## src/verilog/encSequencer.sv

```systemverilog
// Encryption step sequencer
`default_nettype none

module encSequencer (
  input  wire  clk,
  input  wire  rst_n,
  input  wire  i_start,
  input  wire  i_decDone,
  input  wire  i_vLoadDone,
  input  wire  i_addDone,
  input  wire  i_compDone,
  output logic o_decEnable,
  output logic o_vLoadEnable,
  output logic o_addEnable,
  output logic o_compEnable,
  output logic o_busy,
  output logic o_encDone
);

  typedef enum logic [2:0] {
    Idle,
    Decode,
    LoadV,
    Add,
    Compress
  } encState_t;

  encState_t state;
  encState_t nextState;

  // --------------------------------------------------------------------------
  // State register
  // --------------------------------------------------------------------------
  always_ff @(posedge clk or negedge rst_n) begin
    if (!rst_n) begin
      state <= Idle;
    end else begin
      state <= nextState;
    end
  end

  // Advance on each step's done pulse
  always_comb begin
    nextState = state;
    case (state)
      Idle:     if (i_start)     nextState = Decode;
      Decode:   if (i_decDone)   nextState = LoadV;
      LoadV:    if (i_vLoadDone) nextState = Add;
      Add:      if (i_addDone)   nextState = Compress;
      Compress: if (i_compDone)  nextState = Idle;
      default:                   nextState = Idle;
    endcase
  end

  // --------------------------------------------------------------------------
  // Step enables and done
  // --------------------------------------------------------------------------
  // Pulses fire on the transition pair, low otherwise
  always_ff @(posedge clk or negedge rst_n) begin
    if (!rst_n) begin
      o_decEnable   <= 1'b0;
      o_vLoadEnable <= 1'b0;
      o_addEnable   <= 1'b0;
      o_compEnable  <= 1'b0;
      o_encDone     <= 1'b0;
    end else begin
      o_decEnable   <= 1'b0;
      o_vLoadEnable <= 1'b0;
      o_addEnable   <= 1'b0;
      o_compEnable  <= 1'b0;
      o_encDone     <= 1'b0;
      case ({state, nextState})
        {Idle, Decode}:    o_decEnable   <= 1'b1;
        // Request V from the INTT side
        {Decode, LoadV}:   o_vLoadEnable <= 1'b1;
        {LoadV, Add}:      o_addEnable   <= 1'b1;
        {Add, Compress}:   o_compEnable  <= 1'b1;
        // Packed v is valid alongside this pulse
        {Compress, Idle}:  o_encDone     <= 1'b1;
        default: ;
      endcase
    end
  end

  // Start pulses are dropped while busy
  assign o_busy = (state != Idle);

endmodule

`default_nettype wire

```

## config.mk

```make
export PLATFORM = sky130hd
export DESIGN_NAME = encSequencer
export DESIGN_NICKNAME = d
export VERILOG_FILES = /design/src/verilog/encSequencer.sv
export SDC_FILE = /design/constraint.sdc
export NUM_CORES = 1
export LEC_CHECK = 0
export ABC_CLOCK_PERIOD_IN_PS = 1430
export BUFFER_PORTS_ARGS = -buffer_cell sky130_fd_sc_hd__buf_4
export CORE_AREA = 4 4 41 43
export CTS_CLUSTER_SIZE = 8
export DETAILED_ROUTE_END_ITERATION = 16
export DIE_AREA = 0 0 45 47
export SLEW_MARGIN = 25
export SYNTH_ARGS = -nofsm -noshare
export SYNTH_HDL_FRONTEND = slang
export SYNTH_SLANG_ARGS = --single-unit
```

## constraint.sdc

```tcl
create_clock -name clk -period 1.43 [get_ports clk]
set_input_delay 0.3575 -clock clk [delete_from_list [all_inputs] [get_ports clk]]
set_output_delay 0.3575 -clock clk [all_outputs]
set_load 0.02 [all_outputs]
```

### Yosys cells after proc, flatten, opt, wreduce, memory -nomap -nowiden

Cells that the tools add are included.

* equal/unequal tests: 9
* mux-type cells: 11
* reduce and logical (&&, ||, !) cells: 2

Operators with widths (count)
* $mux W3: 5
* $pmux W3 S5: 1
* $eq A6 B5 Y1 const B: 2
* $eq A3 B2 Y1 const B: 2
* $eq A6 B1 Y1 const B: 1
* $eq A6 B4 Y1 const B: 1
* $eq A6 B6 Y1 const B: 1
* $mux W1: 5
* $eq A3 B1 Y1 const B: 1
* $eq A3 B3 Y1 const B: 1
* $logic_not A3 Y1: 1
* $reduce_bool A3 Y1: 1

* register bits after elaboration: 8
* input bits: 7

### Longest topological paths before layout

Gate-level depths: netlist of the first run.

* depth in word-level cells: 4
* mapped depth: 2

### Least setup slack after synthesis of the first run

OpenSTA, ideal clock, no wires.

* kind: flip-flop to output port
* from: reg state[1]
* to: out o_busy
* data arrival time: 0.752 ns
* required time: 1.072 ns
* setup slack: 0.321 ns
* stages on the path, launching flop included: 3
* path buffers: 0
* cell sequence: dfrtp_1 -> nor2_1 -> nand2_1

* longest elaborated chain between the ends: 1

RTL lines
* start: declaration: line 28 `encState_t state;`
* start signal: assignment: line 36 `state <= Idle;`
* start signal: assignment: line 38 `state <= nextState;`
* $reduce_bool A3 Y1: line 86 `assign o_busy = (state != Idle);`
* end: declaration: line 16 `output logic o_busy,`

Every way passes these cells.

### Worst setup path in the final report of the first run

* from: reg state[2]
* to: out o_busy

Same word-level chain as after synthesis.

==> metrics.cfg, run 1 <==
[status]
outcome=completed

[global_routing]
grt_max_degree=10
wire_length_of_the_first_global_routing_pass_um=972
antenna_violations_before_repair=0
via_count_of_the_first_global_routing_pass=232
total_congestion_overflow=0
top_usage_layer=met4
met1_routing_resource_usage_after_global_routing_pct=8.51
grtUsageTotal_pct=7.05
use_met2_pct=8.19
met3_usage_pct=1.92

[yosys]
synth-warning-count=0
synth.net_count=33
post_synthesis_cell_count=26
yosys_register_bits=8
post-synth-top-area-cell=sky130_fd_sc_hd__dfrtp_1
synth.top_cells.by_area=sky130_fd_sc_hd__dfrtp_1, sky130_fd_sc_hd__mux2_4, sky130_fd_sc_hd__and4b_4
mean_instance_size_in_the_synthesized_netlist_um2=12.8
top_cell_type_s_share_of_synthesized_area_pct=60.4
netlist_area_um2=332
synth.distinct_cells=15
synth_seq_area_share_pct=60.4

[cells_and_area]
final_common_cell=sky130_fd_sc_hd__buf_4
multi_input_combinational_cell_area_um2=131
area_delta_synth_final_pct=49.8
post_route_cells_drive_above_1_share_pct=50.0
area.sequential_um2=201
layout.cells.most_common_list=sky130_fd_sc_hd__buf_4, sky130_fd_sc_hd__dfrtp_1, sky130_fd_sc_hd__clkbuf_4
antenna_cells_inserted=0
final.fill_count=140
finish.net_count=53

[critical_path]
timing.critical_path.from_type=flop
critical_path.max_fanout=9
end_kind=output port
critical_path_required_ps=1070
path_class=flop to output port
worst_ep_arrival_time_ps=1000

[placement]
hpwl_um=468
portBuffers=12
gpl.final_weighted_congestion=0.717

[route]
wirelength_um=585
drc=0
first_pass_iters=2
detail_route.iter0.violations=2
dr_total_vias=250
avgRoutedWirePerCell_um=9.92
via_per_inst=4.24
antenna_violating_nets_post_route=0

[worst_hold_path]
hold_path.class=primary input to flop

[sta]
timing.hold.ws_ps=362
headroom_to_the_max_slew_limit_pct=83.8
timing.final.crit_share_pct=95.0
worst-slew-pin-transition_ps=239
setup_violators_final=0
finalWorstPathRequiredPeriod_ps=1360
timing.fmax_mhz=736
hold_viol=0
unrepaired_setup_endpoints_after_global_routing=false
final_max_slew_viol_count=0
final.setup_skew_ps=0.566
final.setup.tns_ps=0

[clocking]
cts_root_buffer=sky130_fd_sc_hd__clkbuf_4
clk-insertion-delay-late_ps=240
clock_h_tree_levels=1
cts_tree=yes
num_cts_buffers=3
numClockSinks=8
clk_pin_slew_ps=50
cts-root-to-sink-buffers=2

[floorplan]
pin_count=13
start_util_pct=25.5
core_area_um2=1300
std_cell_rows=13
floorplan.die.height_um=47
fp.dieW_um=45
die_area_um2=2120

[power]
power.leakage_nw=0.260
powerDensity_nw_per_um2=1870
power.ir.vdd_worst_mv=0.781

[job]
max_cap_violations=0

## final timing paths
path | start | endpoint | slack, ps | cells past startpoint
worst min register to register | state[2] | state[1] | 570 | 1
worst max-delay path | state[2] | o_busy | 70 | 3
worst min-delay path | i_compDone | o_encDone | 360 | 2
min in group asynchronous | rst_n | state[0] | 460 | 2
worst max register to register | state[1] | state[0] | 250 | 3
max in group asynchronous | rst_n | state[1] | 830 | 2
## what timing repair did
item,in CTS,in global routing
setup endpoints to repair,1,1
resized for setup,2,1
hold endpoints to repair,8,0
buffers inserted,0,1
hold buffers,1,0
## sequential cells by signal, summed over array words and instances, names as in the netlist
signal	count
state	3
o_addEnable	1
o_vLoadEnable	1
o_decEnable	1
o_compEnable	1
o_encDone	1
## layer usage
layer / up-vias / part of all wire (%)
met5: - / 0
met4: 0 / 2.9
met3: 2 / 12
met2: 11 / 41
met1: 110 / 44
li1: 127 / -
## cell families after synthesis
group	synth area share (%)
AOI/OAI and AO/OA	9.81
DFF	60.4
buffers and inverters	2.26
and+or+nand+nor	20.0
muxes	7.55
## report_power, final
part           total, mW  leakage (nW)  switching (mW)  internal [mW]
Combinational      0.419         0.141           0.192          0.227
Sequential         0.347         0.105          0.0512          0.296
Clock              0.165        0.0138          0.0690         0.0955
## area by class of cell
cell class | instances | area share (%)
Sequential cell | 8 | 40.6
Timing Repair Buffer | 15 | 23.2
Inverter | 2 | 1.51
Multi-Input combinational cell | 16 | 26.4
Clock buffer | 3 | 4.53
Tap cell | 15 | 3.78
## worst max-delay path, cell delays in order, from the launching register on
cell and delay [ps]:
sky130_fd_sc_hd__dfrtp_1 460, sky130_fd_sc_hd__inv_1 100, sky130_fd_sc_hd__nand2_1 50, sky130_fd_sc_hd__buf_4 150
## metrics by stage
step                      area (um2)  power [mW]  worst slack (ps)  util, %  std cells
after floorplan                  332       0.576               321        -         26
after global placement           448       0.724               228     34.4         54
after detailed placement         448       0.725               207     34.4         54
after CTS                        484       0.904              7.20     37.2         58
after global routing             497       0.995              12.1     38.2         59
final                            497       0.930              72.0     38.2         59
## cell usage after synthesis
library cell / n
sky130_fd_sc_hd__dfrtp_1: 8
sky130_fd_sc_hd__nor2_1: 3
sky130_fd_sc_hd__and3_1: 2
sky130_fd_sc_hd__inv_1: 2
sky130_fd_sc_hd__a21bo_2: 1
sky130_fd_sc_hd__a21oi_1: 1
sky130_fd_sc_hd__a22o_1: 1
sky130_fd_sc_hd__a31o_1: 1
sky130_fd_sc_hd__and2b_1: 1
sky130_fd_sc_hd__and4b_4: 1
sky130_fd_sc_hd__mux2_4: 1
sky130_fd_sc_hd__mux2i_1: 1
sky130_fd_sc_hd__nand2_1: 1
sky130_fd_sc_hd__nand3b_1: 1
sky130_fd_sc_hd__nor4bb_1: 1
No activity file was read; power rests on OpenSTA's default activity.
==> run 2: changes to the inputs <==
--- a/config.mk
+++ b/config.mk
@@ -5,7 +5,7 @@
 export SDC_FILE = /design/constraint.sdc
 export NUM_CORES = 1
 export LEC_CHECK = 0
-export ABC_CLOCK_PERIOD_IN_PS = 1430
+export ABC_CLOCK_PERIOD_IN_PS = 1200
 export BUFFER_PORTS_ARGS = -buffer_cell sky130_fd_sc_hd__buf_4
 export CORE_AREA = 4 4 41 43
 export CTS_CLUSTER_SIZE = 8
==> constraint.sdc (replaced) <==
create_clock -name clk -period 1.2 [get_ports clk]
set_input_delay 0.3 -clock clk [delete_from_list [all_inputs] [get_ports clk]]
set_output_delay 0.3 -clock clk [all_outputs]
set_load 0.02 [all_outputs]
==> run 2 against run 1 <==
Effect of this change: the flow now finishes with violations (setup timing); flip-flop and latch count unchanged; cell count increased by 1.7%; final area increased by 1.3%; register-to-register slack got worse by 220 ps; non-clock buffer count increased by 1; die area unchanged; global-route usage decreased by 0.48 points; combinational power increased by 28%; critical endpoint unchanged; largest cell class unchanged; largest power group unchanged.
==> metrics.cfg, run 2 (same netlist as run 1, synthesis figures left out) <==
[power]
clock_power_share_pct=17.7
p_sw_mw=0.386
power.leakage_nw=0.265
design_power_total_mw=1.15
power.ir.vdd_worst_mv=0.735
powerDensity_nw_per_um2=2280
power_frac_seq_pct=35.4
swShare_pct=33.7
power.share.combinational_pct=46.9
power_report.internal_total_mw=0.760

[route]
via_per_inst=4.32
avgRoutedWirePerCell_um=10.6
wirelength_um=634
antenna_violating_nets_post_route=0
dr_total_vias=259
first_pass_iters=3
drc=0
detail_route.iter0.violations=1

[sta]
timing.fmax_mhz=759
worst-slew-pin-transition_ps=254
final.setup.tns_ps=-117
finalWorstPathRequiredPeriod_ps=1320
setup_violators_final=1
worst_slack_ps=-117
timing.final.crit_share_pct=110
headroom_to_the_max_slew_limit_pct=82.8
final.setup_skew_ps=10.5
final_max_slew_viol_count=0
unrepaired_setup_endpoints_after_global_routing=true
hold_viol=0

[cells_and_area]
largest_register_ff_count=3
post_route_cells_drive_above_1_share_pct=51.1
layout.cells.most_common_list=sky130_fd_sc_hd__buf_4, sky130_fd_sc_hd__dfrtp_1, sky130_fd_sc_hd__clkbuf_4
finish.net_count=54
final.fill_count=133
area_delta_synth_final_pct=51.7
registers.top_by_ff_count=state
antenna_cells_inserted=0
final_common_cell=sky130_fd_sc_hd__buf_4

[critical_path]
regToRegStartpoint=state[1]
endpoint=o_busy
worst_ep_arrival_time_ps=1020
timing.reg2reg.worst_path_depth=4
timing.critical_path.from_type=flop
crit_start=state[0]
critical_path.max_fanout=4
path_class=flop to output port
end_kind=output port
critical_path_required_ps=900
regToRegEndpoint=state[2]
reg2reg_slack_ps=30

[global_routing]
antenna_violations_before_repair=0
grtUsageTotal_pct=6.57
total_congestion_overflow=0
grt_max_degree=10
wire_length_of_the_first_global_routing_pass_um=897
via_count_of_the_first_global_routing_pass=232

[placement]
portBuffers=12
hpwl_um=489
gpl.final_weighted_congestion=0.732

[worst_hold_path]
hold_path.class=primary input to flop

[floorplan]
start_util_pct=25.5
core_area_um2=1300
die_area_um2=2120
pin_count=13
fp.dieW_um=45
std_cell_rows=13
floorplan.die.height_um=47

[clocking]
cts_root_buffer=sky130_fd_sc_hd__clkbuf_4
clk_pin_slew_ps=60
clk-insertion-delay-late_ps=250
cts_tree=yes
clock_h_tree_levels=1
cts-root-to-sink-buffers=2
numClockSinks=8
num_cts_buffers=3

[job]
max_cap_violations=0

[status]
outcome=finished with violations
failed_checks=setup timing

[run 2: power groups by stage]
stage	Combinational, mW	Sequential, mW	Clock (mW)
after floorplan	0.214	0.473	0
after global placement	0.484	0.406	0
after detailed placement	0.484	0.407	0
after CTS	0.541	0.400	0.207
after global routing	0.571	0.412	0.224
final	0.537	0.405	0.203
[run 2: worst min path at each step]
stage / from / end / slack [ps] / cells after the start
floorplan: rst_n / o_addEnable / 4 / 0
detailed placement: rst_n / o_addEnable / 120 / 1
global route: i_compDone / o_encDone / 310 / 2
CTS: i_compDone / o_encDone / 300 / 2
global placement: rst_n / o_vLoadEnable / 120 / 1
finish: i_compDone / o_encDone / 300 / 2
[run 2: stage by stage]
step	worst slack, ps	hold WS [ps]	instance area [um2]	instances	util (%)
5_1_grt	-157	306	503	60	38.7
6_report	-117	298	503	60	38.7
4_1_cts	-108	296	502	60	38.6
3_5_place_dp	97.3	121	455	55	35.0
3_3_place_gp	119	122	455	55	35.0
2_1_floorplan	148	4.41	332	26	-
[run 2: final cells by class]
| class | instances | area [um2] | area share [%] |
|---|---|---|---|
| Multi-Input combinational cell | 16 | 126 | 25.1 |
| Timing Repair Buffer | 16 | 126 | 25.1 |
| Sequential cell | 8 | 201 | 40.0 |
| Tap cell | 15 | 18.8 | 3.73 |
| Clock buffer | 3 | 22.5 | 4.48 |
| Inverter | 2 | 7.51 | 1.49 |
[run 2: routing by layer]
| metal | vias up | track usage, % | wire (um) |
|---|---|---|---|
| met4 | 0 | 8.77 | 14 |
| met2 | 12 | 9.04 | 241 |
| met1 | 115 | 7.33 | 309 |
| met5 | - | 0 | 0 |
| li1 | 130 | - | - |
| met3 | 2 | 1.53 | 68 |
[run 2: critical path, cell delays in order, from the launching register on]
cell and delay, ps:
sky130_fd_sc_hd__dfrtp_1 390, sky130_fd_sc_hd__nor2_2 170, sky130_fd_sc_hd__nand2_1 80, sky130_fd_sc_hd__buf_6 130
[run 2: timing repair]
item,in CTS,in global routing
pin swaps,1,2
setup endpoints to repair,1,1
setup buffers,1,0
hold endpoints to repair,8,0
hold buffers,1,0
gates resized for setup,2,1
==> run 3: changes to the inputs <==
--- a/config.mk
+++ b/config.mk
@@ -5,6 +5,7 @@
 export SDC_FILE = /design/constraint.sdc
 export NUM_CORES = 1
 export LEC_CHECK = 0
+export ABC_AREA = 1
 export ABC_CLOCK_PERIOD_IN_PS = 1200
 export BUFFER_PORTS_ARGS = -buffer_cell sky130_fd_sc_hd__buf_4
 export CORE_AREA = 4 4 41 43
==> run 3 against run 2 <==
Effect of this change: the flow still finishes with violations (setup timing); hold slack worse by 3.5 ps; utilization up 1.6 points; worst setup slack better by 43 ps; sequential share of layout area down 1.9 points; wire length up 9.5%; critical path depth unchanged; critical endpoint unchanged; largest power group unchanged; highest routed layer unchanged.
==> metrics.cfg, run 3 <==
[status]
outcome=finished with violations
failed_checks=setup timing

[sta]
timing.final.crit_share_pct=106
final.setup_skew_ps=0.667
worst-slew-pin-transition_ps=145
setup_violators_final=1
timing.fmax_mhz=785
worst_slack_ps=-74.5
final_max_slew_viol_count=0
headroom_to_the_max_slew_limit_pct=90.3
finalWorstPathRequiredPeriod_ps=1270
timing.hold.ws_ps=294
unrepaired_setup_endpoints_after_global_routing=true
hold_viol=0

[floorplan]
fp.dieW_um=45
std_cell_rows=13
floorplan.die.height_um=47
start_util_pct=26.6
die_area_um2=2120
core_area_um2=1300
pin_count=13

[global_routing]
via_count_of_the_first_global_routing_pass=263
antenna_violations_before_repair=0
grtUsageTotal_pct=7.19
wire_length_of_the_first_global_routing_pass_um=1040
grt_max_degree=9
total_congestion_overflow=0

[route]
dr_total_vias=308
first_pass_iters=4
highest_signal_layer_in_the_routed_design=met4
wirelength_um=694
via_per_inst=4.11
m1WireLength_um=331
avgRoutedWirePerCell_um=9.25
antenna_violating_nets_post_route=0
drc=0
dr_wl_met2_um=277
detail_route.iter0.violations=6
met3_length_um=70

[placement]
placed_cell_area_um2=470
hpwl_um=555
gpl.final_weighted_congestion=0.820
portBuffers=12

[job]
max_cap_violations=0

[cells_and_area]
final.fill_count=146
post_route_cells_drive_above_1_share_pct=38.3
registers.top_by_ff_count=state
fin_util_pct=40.3
design_area_um2=524
multi_input_combinational_cell_area_um2=108
final_common_cell=sky130_fd_sc_hd__buf_4
area_delta_synth_final_pct=51.3
finish.net_count=69
antenna_cells_inserted=0
largest_register_ff_count=3
layout.cells.most_common_list=sky130_fd_sc_hd__buf_4, sky130_fd_sc_hd__inv_1, sky130_fd_sc_hd__dfrtp_1, sky130_fd_sc_hd__nand2_1, sky130_fd_sc_hd__nand3_1
area.sequential_um2=200

[power]
power.ir.vdd_worst_mv=0.792
powerDensity_nw_per_um2=2260
power.leakage_nw=0.315

[yosys]
synth.top_cells.by_area=sky130_fd_sc_hd__dfrtp_1, sky130_fd_sc_hd__inv_1, sky130_fd_sc_hd__nand3_1
synth.net_count=47
post-synth-top-area-cell=sky130_fd_sc_hd__dfrtp_1
synth.cells.most_frequent=sky130_fd_sc_hd__inv_1, sky130_fd_sc_hd__dfrtp_1, sky130_fd_sc_hd__nand2_1, sky130_fd_sc_hd__nand3_1, sky130_fd_sc_hd__nor2_1
synth_seq_area_share_pct=57.8
yosys_register_bits=8
netlist_area_um2=347
number_of_synthesized_flops_with_an_enable_pin=0
post_synthesis_cell_count=40
synth-main-ff-cell=sky130_fd_sc_hd__dfrtp_1
synth.distinct_cells=12
async_reset_ff_share_pct=100
mean_instance_size_in_the_synthesized_netlist_um2=8.66
synth-warning-count=0
synthMostInstantiatedCell=sky130_fd_sc_hd__inv_1
top_cell_type_s_share_of_synthesized_area_pct=57.8

[critical_path]
critical_path_required_ps=900
worst_ep_arrival_time_ps=970
timing.reg2reg.worst_path_depth=6
path_cells=nor2_2, nand2_1, buf_6
cp_num_cells=3
end_kind=output port
timing.critical_path.from_type=flop
critical_path.max_fanout=2
critical-path-top-delay-family=flip-flops
crit_slowest_cell=sky130_fd_sc_hd__dfrtp_1
path_class=flop to output port
critical-path-max-stage-delay_ps=390
critical_path_buf_inv_count=1

[clocking]
cts-root-to-sink-buffers=2
num_cts_buffers=3
clk-insertion-delay-late_ps=250
clock_h_tree_levels=1
clk_pin_slew_ps=50
numClockSinks=8
cts_root_buffer=sky130_fd_sc_hd__clkbuf_4
cts_tree=yes

[worst_hold_path]
hold_path.class=primary input to flop
worst_hold_path.num_cells=3

run 3: cell types whose count changed after synthesis, sizes merged, moves of 2 or more:
| cell | delta |
|---|---|
| inv | +8 |
| nand3 | +6 |
| nand2 | +5 |
| and3 | -2 |
| nand4 | +2 |
| nor2 | +2 |
run 3: cells by family after synthesis:
group | share of synthesized area, %
AOI/OAI and AO/OA | 1.81
buffers and inverters | 11.9
DFF | 57.8
and+or+nand+nor | 28.5
run 3: area by class of cell:
| type | count | area share [%] |
|---|---|---|
| well taps | 15 | 3.58 |
| inverters | 11 | 7.88 |
| multi-input cells | 21 | 20.5 |
| clock buffers | 3 | 4.30 |
| repair buffers | 17 | 25.5 |
| flip-flops and latches | 8 | 38.2 |
run 3: timing repair:
action                                 CTS  global route
setup endpoints to repair                1             1
pin swaps                                1             1
gates resized for setup                  2             0
hold buffers                             1             0
endpoints found under the hold margin    8             0
buffers inserted                         2             0
run 3: metal layers:
metal / GRT usage (%) / vias to the layer above
li1: - / 164
met1: 9.86 / 129
met2: 9.04 / 13
met3: 2.68 / 2
met4: 5.26 / 0
met5: 0 / -
run 3: path summary, 6_finish.rpt:
check / start / endpoint / slack (ps)
setup / recovery: state[0] / o_busy / -70
max in group asynchronous: rst_n / o_encDone / 660
hold reg to reg: state[2] / o_decEnable / 580
hold / removal: i_start / o_decEnable / 290
setup reg to reg: state[1] / state[0] / 170
min in group asynchronous: rst_n / state[1] / 410
run 3: metrics by stage:
step / cells / power [mW] / worst slack, ps / TNS [ps]
2_1_floorplan: 40 / 0.702 / 168 / 0
6_report: 75 / 1.19 / -74.5 / -74.5
3_5_place_dp: 69 / 0.916 / 142 / 0
5_1_grt: 75 / 1.26 / -103 / -103
4_1_cts: 75 / 1.19 / -85.2 / -85.2
3_3_place_gp: 69 / 0.913 / 142 / 0
run 3: power breakdown:
part	total [mW]	internal (mW)	switching, mW
clock	0.201	0.114	0.0867
combinational	0.594	0.271	0.323
sequential	0.391	0.351	0.0400
total	1.19	0.736	0.450
run 3: worst min-delay path: cells and delay by family:
kind / cells / cell delay, ps
and+or+nand+nor: 1 / 70
buffers and inverters: 2 / 130
